==> config.mk <==
export PLATFORM = sky130hd
export DESIGN_NAME = stream_buf_top
export DESIGN_NICKNAME = d
export VERILOG_FILES = /design/src/source/stream_buf_pkg.sv /design/src/source/sram_sp.sv /design/src/source/sram_shift_reg.sv /design/src/source/buffer_guard.sv /design/src/source/buffer_regs.sv /design/src/source/stream_buf_top.sv
export SDC_FILE = /design/constraint.sdc
export NUM_CORES = 1
export LEC_CHECK = 0
export ABC_AREA = 1
export BUFFER_PORTS_ARGS = -buffer_cell sky130_fd_sc_hd__buf_2
export CORE_ASPECT_RATIO = 2
export CORE_MARGIN = 3
export CORE_UTILIZATION = 34
export CTS_CLUSTER_SIZE = 10
export DETAILED_ROUTE_END_ITERATION = 12
export GPL_ROUTABILITY_DRIVEN = 0
export HOLD_SLACK_MARGIN = 0.1
export PLACE_DENSITY = 0.51
export SYNTH_ARGS = -nofsm -noshare
export SYNTH_HDL_FRONTEND = slang
export SYNTH_SLANG_ARGS = --single-unit
==> constraint.sdc <==
create_clock -name clk_i -period 5.05 [get_ports clk_i]
set_input_delay 0.505 -clock clk_i [delete_from_list [all_inputs] [get_ports clk_i]]
set_output_delay 0.505 -clock clk_i [all_outputs]
set_load 0.02 [all_outputs]
==> src/source/stream_buf_pkg.sv <==
// shared sizes and types; NumWords must be a power of two and 2*CntWidth must equal DataWidth
package stream_buf_pkg;

  // buffer depth in words
  localparam int unsigned NumWords = 16;
  // width of one stream word
  localparam int unsigned DataWidth = 32;
  // sram address width, log2 of NumWords
  localparam int unsigned AddrWidth = 4;
  // fill level, one bit wider than the address to hold NumWords
  localparam int unsigned LengthWidth = 5;
  // each saturating drop counter
  localparam int unsigned CntWidth = 16;

  // register map of the configuration port
  typedef enum logic [1:0] {
    // bit 0 enables the buffer
    CFG_CTRL      = 2'd0,
    // level threshold for the interrupt
    CFG_WATERMARK = 2'd1,
    // current fill level, read only
    CFG_LEVEL     = 2'd2,
    // push drops in the upper half, pop drops in the lower half, read only
    CFG_DROPS     = 2'd3
  } cfg_addr_e;

  // one-cycle configuration request
  typedef struct packed {
    logic                 valid;
    logic                 write;
    cfg_addr_e            addr;
    logic [DataWidth-1:0] wdata;
  } cfg_req_t;

  // single word push strobe with its data
  typedef struct packed {
    logic                 valid;
    logic [DataWidth-1:0] data;
  } push_req_t;

  // drop strobes raised by the guard
  typedef struct packed {
    logic push_drop;
    logic pop_drop;
  } drop_t;

  // fill status of the shift register
  typedef struct packed {
    logic                   empty;
    logic                   full;
    logic [LengthWidth-1:0] level;
  } buf_status_t;

endpackage

==> src/source/sram_sp.sv <==
// single-port sram model with one cycle read latency; array and read register are not reset
`timescale 1ns/1ps

module sram_sp #(
  parameter int unsigned NumWords  = 16,
  parameter int unsigned DataWidth = 32
) (
  input  logic                        clk_i,
  input  logic                        req_i,
  input  logic                        we_i,
  input  logic [$clog2(NumWords)-1:0] addr_i,
  input  logic [DataWidth-1:0]        wdata_i,
  output logic [DataWidth-1:0]        rdata_o
);

  // storage array, contents undefined until written
  logic [DataWidth-1:0] mem_q [NumWords];
  // read data register
  logic [DataWidth-1:0] rdata_q;

  // a write does not update the read register
  // a read request in cycle N shows its word in cycle N+1
  always_ff @(posedge clk_i) begin
    if (req_i) begin
      if (we_i) begin
        mem_q[addr_i] <= wdata_i;
      end else begin
        rdata_q <= mem_q[addr_i];
      end
    end
  end

  // read register holds its value while idle
  assign rdata_o = rdata_q;

endmodule

==> src/source/sram_shift_reg.sv <==
// sram backed FIFO; requests must be legal (no push when full, no pop when empty or busy)
`timescale 1ns/1ps

module sram_shift_reg (
  input  logic                                   clk_i,
  input  logic                                   rst_n_i,
  input  stream_buf_pkg::push_req_t              push_i,
  input  logic                                   pop_i,
  output logic [stream_buf_pkg::DataWidth-1:0]   front_data_o,
  output stream_buf_pkg::buf_status_t            status_o,
  output logic                                   pop_busy_o
);

  // next free slot
  logic [stream_buf_pkg::AddrWidth-1:0]   back_addr_q;
  // number of stored words
  logic [stream_buf_pkg::LengthWidth-1:0] length_q;
  // pop that lost the sram to a push and still waits for its read
  logic                                   pop_pend_q;
  // address of the oldest word
  logic [stream_buf_pkg::AddrWidth-1:0]   front_addr;
  logic                                   empty;
  logic                                   full;
  // sram request side
  logic                                   sram_req;
  logic [stream_buf_pkg::AddrWidth-1:0]   sram_addr;

  // front sits length words behind the back, wraps with the address width
  assign front_addr = back_addr_q - length_q[stream_buf_pkg::AddrWidth-1:0];

  assign empty = (length_q == '0);
  assign full  = (length_q == stream_buf_pkg::LengthWidth'(stream_buf_pkg::NumWords));

  // length counts a pop when it is accepted, even if its read is deferred
  // so the derived front address is already right for the deferred read
  always_ff @(posedge clk_i) begin
    if (!rst_n_i) begin
      back_addr_q <= '0;
      length_q    <= '0;
      pop_pend_q  <= 1'b0;
    end else begin
      if (push_i.valid) begin
        back_addr_q <= back_addr_q + 1'b1;
      end
      if (push_i.valid && !pop_i) begin
        length_q <= length_q + 1'b1;
      end else if (!push_i.valid && pop_i) begin
        length_q <= length_q - 1'b1;
      end
      // a push owns the port, so the front read slips while pushes keep coming
      pop_pend_q <= (pop_i | pop_pend_q) & push_i.valid;
    end
  end

  // idle cycles keep re-reading the front so the word stays visible
  // no request at all while empty, nothing valid to show
  assign sram_req = push_i.valid | ~empty;

  // push writes the back slot
  // a plain pop reads the word after the current front
  // otherwise refresh the front
  always_comb begin
    if (push_i.valid) begin
      sram_addr = back_addr_q;
    end else if (pop_i) begin
      sram_addr = front_addr + 1'b1;
    end else begin
      sram_addr = front_addr;
    end
  end

  sram_sp #(
    .NumWords  (stream_buf_pkg::NumWords),
    .DataWidth (stream_buf_pkg::DataWidth)
  ) u_sram_sp (
    .clk_i   (clk_i),
    .req_i   (sram_req),
    .we_i    (push_i.valid),
    .addr_i  (sram_addr),
    .wdata_i (push_i.data),
    .rdata_o (front_data_o)
  );

  assign status_o.empty = empty;
  assign status_o.full  = full;
  assign status_o.level = length_q;
  assign pop_busy_o     = pop_pend_q;

endmodule

==> src/source/buffer_guard.sv <==
// combinational request filter; status and pop_busy must come from the shift register it guards
`timescale 1ns/1ps

module buffer_guard (
  input  stream_buf_pkg::push_req_t   wr_i,
  input  logic                        rd_i,
  input  logic                        enable_i,
  input  stream_buf_pkg::buf_status_t status_i,
  input  logic                        pop_busy_i,
  output stream_buf_pkg::push_req_t   push_o,
  output logic                        pop_o,
  output stream_buf_pkg::drop_t       drop_o
);

  logic push_ok;
  logic pop_ok;

  // push needs the block enabled and room left
  assign push_ok = wr_i.valid & enable_i & ~status_i.full;

  // pop needs a word and no earlier pop still waiting on the sram
  // enable does not gate pops so a disabled buffer can still drain
  assign pop_ok = rd_i & ~status_i.empty & ~pop_busy_i;

  // accepted push passes on, data goes through untouched
  assign push_o.valid = push_ok;
  assign push_o.data  = wr_i.data;

  assign pop_o = pop_ok;

  // every rejected strobe becomes a one-cycle drop pulse
  assign drop_o.push_drop = wr_i.valid & ~push_ok;
  assign drop_o.pop_drop  = rd_i & ~pop_ok;

endmodule

==> src/source/buffer_regs.sv <==
// config and status registers; reads return data one cycle later, read-only writes are ignored
`timescale 1ns/1ps

module buffer_regs (
  input  logic                                 clk_i,
  input  logic                                 rst_n_i,
  input  stream_buf_pkg::cfg_req_t             cfg_i,
  output logic [stream_buf_pkg::DataWidth-1:0] cfg_rdata_o,
  input  stream_buf_pkg::buf_status_t          status_i,
  input  stream_buf_pkg::drop_t                drop_i,
  output logic                                 enable_o,
  output logic                                 level_irq_o
);

  // control and threshold
  logic                                   enable_q;
  logic [stream_buf_pkg::LengthWidth-1:0] watermark_q;
  // saturating drop counters
  logic [stream_buf_pkg::CntWidth-1:0]    push_cnt_q;
  logic [stream_buf_pkg::CntWidth-1:0]    pop_cnt_q;
  // registered read data and interrupt
  logic [stream_buf_pkg::DataWidth-1:0]   rdata_q;
  logic [stream_buf_pkg::DataWidth-1:0]   rdata_d;
  logic                                   irq_q;
  logic                                   cfg_wr;
  logic                                   cfg_rd;

  assign cfg_wr = cfg_i.valid & cfg_i.write;
  assign cfg_rd = cfg_i.valid & ~cfg_i.write;

  // writable registers, new value visible the cycle after the request
  always_ff @(posedge clk_i) begin
    if (!rst_n_i) begin
      enable_q    <= 1'b0;
      watermark_q <= '0;
    end else if (cfg_wr) begin
      case (cfg_i.addr)
        stream_buf_pkg::CFG_CTRL: begin
          enable_q <= cfg_i.wdata[0];
        end
        stream_buf_pkg::CFG_WATERMARK: begin
          watermark_q <= cfg_i.wdata[stream_buf_pkg::LengthWidth-1:0];
        end
        // level and drops are read only
        default: begin
        end
      endcase
    end
  end

  // drop counters stick at all ones
  always_ff @(posedge clk_i) begin
    if (!rst_n_i) begin
      push_cnt_q <= '0;
      pop_cnt_q  <= '0;
    end else begin
      if (drop_i.push_drop && (push_cnt_q != '1)) begin
        push_cnt_q <= push_cnt_q + 1'b1;
      end
      if (drop_i.pop_drop && (pop_cnt_q != '1)) begin
        pop_cnt_q <= pop_cnt_q + 1'b1;
      end
    end
  end

  // read mux, unused upper bits read as zero
  always_comb begin
    rdata_d = '0;
    case (cfg_i.addr)
      stream_buf_pkg::CFG_CTRL:      rdata_d[0] = enable_q;
      stream_buf_pkg::CFG_WATERMARK: rdata_d[stream_buf_pkg::LengthWidth-1:0] = watermark_q;
      stream_buf_pkg::CFG_LEVEL:     rdata_d[stream_buf_pkg::LengthWidth-1:0] = status_i.level;
      default:                       rdata_d = {push_cnt_q, pop_cnt_q};
    endcase
  end

  // read data holds until the next read request
  // irq follows the level against the threshold, one cycle late
  always_ff @(posedge clk_i) begin
    if (!rst_n_i) begin
      rdata_q <= '0;
      irq_q   <= 1'b0;
    end else begin
      if (cfg_rd) begin
        rdata_q <= rdata_d;
      end
      irq_q <= enable_q & (status_i.level >= watermark_q);
    end
  end

  assign cfg_rdata_o = rdata_q;
  assign enable_o    = enable_q;
  assign level_irq_o = irq_q;

endmodule

==> src/source/stream_buf_top.sv <==
// stream buffer top; no back-pressure, producer watches full_o and drops are only counted
`timescale 1ns/1ps

module stream_buf_top (
  input  logic                                 clk_i,
  input  logic                                 rst_n_i,
  input  stream_buf_pkg::push_req_t            wr_i,
  input  logic                                 rd_i,
  output logic [stream_buf_pkg::DataWidth-1:0] rd_data_o,
  input  stream_buf_pkg::cfg_req_t             cfg_i,
  output logic [stream_buf_pkg::DataWidth-1:0] cfg_rdata_o,
  output logic                                 empty_o,
  output logic                                 full_o,
  output logic                                 level_irq_o
);

  // accepted requests from the guard
  stream_buf_pkg::push_req_t   push_acc;
  logic                        pop_acc;
  stream_buf_pkg::drop_t       drops;
  // shift register state seen by guard and registers
  stream_buf_pkg::buf_status_t status;
  logic                        pop_busy;
  logic                        enable;

  buffer_guard u_buffer_guard (
    .wr_i       (wr_i),
    .rd_i       (rd_i),
    .enable_i   (enable),
    .status_i   (status),
    .pop_busy_i (pop_busy),
    .push_o     (push_acc),
    .pop_o      (pop_acc),
    .drop_o     (drops)
  );

  buffer_regs u_buffer_regs (
    .clk_i       (clk_i),
    .rst_n_i     (rst_n_i),
    .cfg_i       (cfg_i),
    .cfg_rdata_o (cfg_rdata_o),
    .status_i    (status),
    .drop_i      (drops),
    .enable_o    (enable),
    .level_irq_o (level_irq_o)
  );

  sram_shift_reg u_sram_shift_reg (
    .clk_i        (clk_i),
    .rst_n_i      (rst_n_i),
    .push_i       (push_acc),
    .pop_i        (pop_acc),
    .front_data_o (rd_data_o),
    .status_o     (status),
    .pop_busy_o   (pop_busy)
  );

  // flags straight from the shift register
  assign empty_o = status.empty;
  assign full_o  = status.full;

endmodule

==> results.txt, run 1 <==
Area fraction of the dominant cell type after synthesis = 60.8%
Met3 usage = 2.95%
Initial core utilization = 34.4%
Leakage = 12.3 nW
CP Max Fanout = 23
Area delta synth->final = 13.5%
Fill count = 7,472
Clock transition at path regs = 0.06 ns
Period utilization = 71.9%
Sequential cell area fraction in the yosys report = 66.8%
Die width = 205 um
Met1 Track Usage GR = 19.4%
Tmin final = 3.63 ns
RSZ-0062 raised after global routing = false
Critical path's most frequent cell = nand2_1
Cts repair resizes = 0
Final number of max-transition violations = 0
Final WS setup = 1.42 ns
VDD IR max = 883 uV
Largest net degree at the start of global routing = 182
Critical Path Max Stage Delay = 0.52 ns
Finished Layout Cells = 3,797
DRC errors left = 0
Drt wl/cell = 18.7 um
Clk_lat worst skew = 0.64 ns
Via density = 4.92
# IOs = 139
Share of cells above drive strength 1 = 10.1%
Post-CTS Setup Bufs = 0
Synth Warn # = 0
Initial DRC count = 1,352
Post-Route Skew = 0.0253 ns
CTS Hold Bufs = 1
Clk sinks = 625
M2 GR Usage = 31.6%
Synth area leaders = edfxtp_1 (61%), nand2_1 (17%), dfxtp_1 (6.0%)
Worst slew margin = 27.9%
H-tree levels = 3
Placed cells = 3,698
Status = finished, final reports clean
Setup_tns = 0 ns
Final setup viols = 0
Remaining Overflow, GRT = 0
Cells along the critical path = inv_1 -> ha_1 -> inv_1 -> fa_1 -> ha_1 -> xor2_1 -> nand2_1 -> nand2_1 -> nand2_1 -> o21ai_2 -> inv_2 -> nor2_4 -> inv_2 -> nor2_4 -> buf_4
Core Area = 78,200 um^2
Global Route Usage Sum = 17.1%
Total power = 0.0185 W
I/O Buffers = 111
HPWL Detailed = 37,900 um
Most Used Layer, Global Route = met2
Max-cap violation count = 0
CP Data Required Time = 5.32 ns
Synth Register Bits = 625
Pre-Repair DR Iteration Count = 7
Row cnt = 145
Worst-Margin Slew = 1.08 ns
Final Hold Fails = 0
First-pass GRT wire length = 108,000 um
Worst EP arrival = 3.90 ns
Vias = 18,667
Number of nets in the layout = 2,834
PwrDens = 607 nW/um^2
Die height = 404 um
Max Clk Rate = 275 MHz
Root Driver = clkbuf_16
Vias in the first global route = 18,404
Unique masters post-synth = 39
Num CTS Buffers = 72
Worst setup SP type = flop
Place WS = 1.41 ns
Avg Inst Size Synth = 10.1 um^2
Syn Std Cell Area = 26,900 um^2
Initial antenna violation count = 6
Post-route ant nets = 0
Syn Nets = 2,749
Die ar. = 82,600 um^2
Biggest area consumer among synthesized cells = edfxtp_1
Worst setup path class = flop to flop
Slowest-stage cell, CP = buf_4
Post-Syn Instances = 2,659
Routed WL = 71,100 um
TritonCTS clock tree = built
Max Root-Sink Buffers = 3
Setup crit end kind = flop
Worst hold path class = input port to flop
==> through the flow <==
step | hold slack (ns) | utilization (%) | cell area [um^2]
floorplan | 0.448 | - | 26900
global placement | 0.460 | 36.4 | 28500
detailed placement | 0.461 | 36.4 | 28500
CTS | 0.102 | 39.0 | 30500
global route | 0.144 | 39.0 | 30500
finish | 0.160 | 39.0 | 30500
==> sequential cells by signal (all words and copies together) (netlist names), 4 cells and up <==
name	flops
u_sram_shift_reg.u_sram_sp.mem_q	512
u_buffer_regs.cfg_rdata_o	32
u_sram_shift_reg.u_sram_sp.rdata_o	32
u_buffer_regs.pop_cnt_q	16
u_buffer_regs.push_cnt_q	16
u_buffer_regs.watermark_q	5
u_sram_shift_reg.length_q	5
u_sram_shift_reg.back_addr_q	4
==> report_power, final <==
group | switching (W) | internal (W)
clock | 0.00201 | 0.00261
sequential | 0.000119 | 0.00607
combinational | 0.00561 | 0.00210
total | 0.00774 | 0.0108
==> kinds of logic (layout without fill, tap and decap cells) <==
logic type	after synthesis	in the layout	synth area share, %
XOR/XNOR	8	8	0.261
buffers and inverters	284	389	5.14
flip-flops	625	625	66.8
other	0	4	0
AND/OR/NAND/NOR	1604	1604	24.2
AO/OA/AOI/OAI	120	120	2.65
adder cells (fa/ha/maj)	18	18	0.894
==> synth_stat cells <==
cell type,number
a21o_1,2
a41oi_1,4
dfxtp_1,81
buf_2,81
o21ai_0,34
nor2_2,2
a211oi_1,1
nand3_2,1
fa_1,2
nand3_1,279
clkinv_1,3
nor2_1,84
nand4_1,7
nor2_4,3
buf_6,16
o2111ai_1,1
xor2_1,4
o21bai_1,1
buf_4,25
nor4b_1,1
a31oi_1,2
nand3_4,2
inv_2,17
edfxtp_1,544
nand2_4,1
inv_1,125
a21oi_1,41
and3_1,2
nor3b_1,1
ha_1,16
nor3_1,21
nand2_1,1195
nand2_2,5
o21ai_2,2
o21a_1,2
xnor2_1,4
o21ai_1,3
clkbuf_1,17
a22oi_1,27
==> critical path: cells and delay by family (launching register included) <==
kind | cells | cell delay, ns
compound gates | 1 | 0.14
xor+xnor | 1 | 0.15
buf+inv | 5 | 0.95
simple gates | 5 | 0.64
fa+ha+maj | 3 | 0.90
flops | 1 | 0.42
==> cell type report <==
| cell class | count | area (um^2) | area share, % |
|---|---|---|---|
| Sequential cell | 625 | 18000 | 58.9 |
| Multi-Input combinational cell | 1750 | 7710 | 25.3 |
| Clock buffer | 88 | 1880 | 6.18 |
| Tap cell | 1029 | 1290 | 4.22 |
| Timing Repair Buffer | 150 | 1000 | 3.28 |
| Inverter | 145 | 547 | 1.79 |
| Clock inverter | 6 | 86.3 | 0.283 |
| Antenna cell | 4 | 10.0 | 0.0328 |
==> layout by cell type, fill, tap and decap left out, types with 15 or more instances in the layout <==
cell,instances
buf_4,26
inv_1,125
inv_2,16
a21oi_1,41
nand3_1,279
a22oi_1,27
clkbuf_1,15
ha_1,16
nor2_1,67
nand2_1,1195
dfxtp_1,81
nor2_4,22
nor3_1,21
buf_2,111
o21ai_0,34
edfxtp_1,544
clkbuf_16,73
==> final timing paths <==
kind | from | to | slack [ns] | cells past startpoint
worst min register to register | u_buffer_regs.cfg_rdata_o[0] | u_buffer_regs.cfg_rdata_o[0] | 0.47 | 2
worst min-delay path | cfg_i[1] | u_buffer_regs.watermark_q[1] | 0.16 | 3
worst max-delay path | u_sram_shift_reg.back_addr_q[0] | u_sram_shift_reg.u_sram_sp.mem_q[1][14] | 1.42 | 15
worst max register to register | u_sram_shift_reg.back_addr_q[0] | u_sram_shift_reg.u_sram_sp.mem_q[1][14] | 1.42 | 15
==> metal layers <==
metal,wire (um),vias up
li1,-,8975
met1,27500,9065
met3,3680,140
met2,37600,485
met5,13,-
met4,2320,2
Power figures use the tool's default switching activity.
==> run 2: changes to the inputs <==
==> constraint.sdc (replaced) <==
create_clock -name clk_i -period 3.65 [get_ports clk_i]
set_input_delay 0.365 -clock clk_i [delete_from_list [all_inputs] [get_ports clk_i]]
set_output_delay 0.365 -clock clk_i [all_outputs]
set_load 0.02 [all_outputs]
==> results.txt, run 2 (same netlist as run 1, synthesis figures left out) <==
Status = finished, final reports clean (unchanged)
Slowest-stage cell, CP = buf_4 (unchanged)
Worst setup path class = flop to flop (unchanged)
Cells along the critical path = inv_1 -> ha_1 -> inv_1 -> fa_1 -> ha_1 -> xor2_1 -> nand2_1 -> nand2_1 -> nand2_1 -> o21ai_2 -> nor2_4 -> buf_4 -> nand2_1 -> nand2_1 -> inv_1 -> nand2_1 (was inv_1 -> ha_1 -> inv_1 -> fa_1 -> ha_1 -> xor2_1 -> nand2_1 -> nand2_1 -> nand2_1 -> o21ai_2 -> inv_2 -> nor2_4 -> inv_2 -> nor2_4 -> buf_4)
Most frequent cells in the layout = nand2_1 (1,195), edfxtp_1 (544), nand3_1 (279), inv_1 (125), buf_2 (111) (unchanged)
# IOs = 139 (unchanged)
Routed WL = 72,400 um (was 71,100 um)
TritonCTS clock tree = built (unchanged)
Max Clk Rate = 294 MHz (was 275 MHz)
Max-cap violation count = 0 (unchanged)
Commonest non-fill, non-tap cell in the layout = nand2_1 (unchanged)
Final WS setup = 0.246 ns (was 1.42 ns)
Period utilization = 93.2% (was 71.9%)
Hold Path Stages = 1 (was 3)
Worst hold path class = input port to flop (unchanged)
Global Route Usage Sum = 17.4% (was 17.1%)
Remaining Overflow, GRT = 0 (unchanged)
CP Max Fanout = 32 (was 23)
Most flops, register = u_sram_shift_reg.u_sram_sp.mem_q (unchanged)
Row cnt = 145 (unchanged)
Max FFs per register = 512 (unchanged)
HPWL Detailed = 39,400 um (was 37,900 um)
Vias = 18,845 (was 18,667)
Core Util, Final = 39.7% (was 39.0%)
RSZ-0062 raised after global routing = false (unchanged)
Post-Route Skew = 0.0354 ns (was 0.0253 ns)
Setup_tns = 0 ns (unchanged)
Worst EP arrival = 3.88 ns (was 3.90 ns)
Pre-Repair DR Iteration Count = 5 (was 7)
Die width = 205 um (unchanged)
Die height = 404 um (unchanged)
Tmin final = 3.40 ns (was 3.63 ns)
Share of cells above drive strength 1 = 10.5% (was 10.1%)
Place WS = 0.251 ns (was 1.41 ns)
Final number of max-transition violations = 0 (unchanged)
Vias in the first global route = 18,970 (was 18,404)
Leakage = 12.6 nW (was 12.3 nW)
Post-route ant nets = 0 (unchanged)
Worst-Margin Slew = 0.950 ns (was 1.08 ns)
Area delta synth->final = 15.5% (was 13.5%)
Number of nets in the layout = 2,889 (was 2,834)
Final Hold Fails = 0 (unchanged)
Via density = 4.90 (was 4.92)
Cts repair resizes = 0 (unchanged)
H-tree levels = 3 (unchanged)
Finished Layout Cells = 3,847 (was 3,797)
Clk sinks = 625 (unchanged)
Largest net degree at the start of global routing = 143 (was 182)
Clk_lat worst skew = 0.64 ns (about the same)
Initial core utilization = 34.4% (unchanged)
Final setup viols = 0 (unchanged)
Root Driver = clkbuf_16 (unchanged)
Setup crit end kind = flop (unchanged)
Drt wl/cell = 18.8 um (was 18.7 um)
Worst setup SP type = flop (unchanged)
First-pass GRT wire length = 110,000 um (was 108,000 um)
Initial DRC count = 1,254 (was 1,352)
I/O Buffers = 111 (unchanged)
Worst slew margin = 36.6% (was 27.9%)
Num CTS Buffers = 72 (unchanged)
Core Area = 78,200 um^2 (unchanged)
Critical Path Max Stage Delay = 0.57 ns (was 0.52 ns)
CP Data Required Time = 4.13 ns (was 5.32 ns)
Total power = 0.0258 W (was 0.0185 W)
VDD IR max = 1200 uV (was 883 uV)
Critical path's most frequent cell = nand2_1 (unchanged)
Clock transition at path regs = 0.06 ns (about the same)
Die ar. = 82,600 um^2 (unchanged)
Placed cells = 3,715 (was 3,698)
Initial antenna violation count = 4 (was 6)
PwrDens = 832 nW/um^2 (was 607 nW/um^2)
Max Root-Sink Buffers = 3 (unchanged)
R2R cell count = 16 (was 15)
DRC errors left = 0 (unchanged)
## run 2: worst paths after layout
kind / slack, ns / from / to
min: 0.16 / wr_i[22] / u_sram_shift_reg.u_sram_sp.mem_q[10][22]
max reg2reg: 0.25 / u_sram_shift_reg.back_addr_q[0] / u_sram_shift_reg.u_sram_sp.rdata_o[27]
max: 0.25 / u_sram_shift_reg.back_addr_q[0] / u_sram_shift_reg.u_sram_sp.rdata_o[27]
min reg2reg: 0.47 / u_buffer_regs.cfg_rdata_o[0] / u_buffer_regs.cfg_rdata_o[0]
## run 2: layer usage
metal  global-route usage (%)  share of wire [%]
met5                        0              0.018
met4                     6.01                2.7
met3                     3.04                5.1
met2                     32.0                 53
met1                     20.3                 40
## run 2: per-stage QoR
step | area, um^2 | hold slack, ns
floorplan | 26900 | 0.448
global placement | 28700 | 0.463
detailed placement | 28700 | 0.465
CTS | 31000 | 0.108
global route | 31000 | 0.136
finish | 31000 | 0.162
## run 2: cell type report
cell class	count	area [um^2]
Clock inverter	8	133
Antenna cell	2	5.00
Tap cell	1029	1290
Fill cell	7507	47200
Sequential cell	625	18000
Clock buffer	83	1840
Timing Repair Buffer	205	1560
Multi-Input combinational cell	1750	7710
Inverter	145	547
## run 2: worst max-delay path: cells and delay by family, from the launching register on
family                   cells  cell delay (ns)
flip-flops                   1             0.43
XOR/XNOR                     1             0.16
AND/OR/NAND/NOR              7             0.76
buffers and inverters        4             0.86
AO/OA/AOI/OAI                1             0.11
adder cells (fa/ha/maj)      3             0.91
## run 2: power breakdown
part           internal (W)  switching [W]  leakage (nW)
clock               0.00358        0.00278         0.960
sequential          0.00840       0.000182          5.59
combinational       0.00305        0.00786          6.05
## run 2: timing repair
action / 4_1_cts / 5_1_grt
setup buffers: 0 / 0
setup endpoints to repair: 0 / 0
endpoints found under the hold margin: 464 / 0
hold buffers: 39 / 0
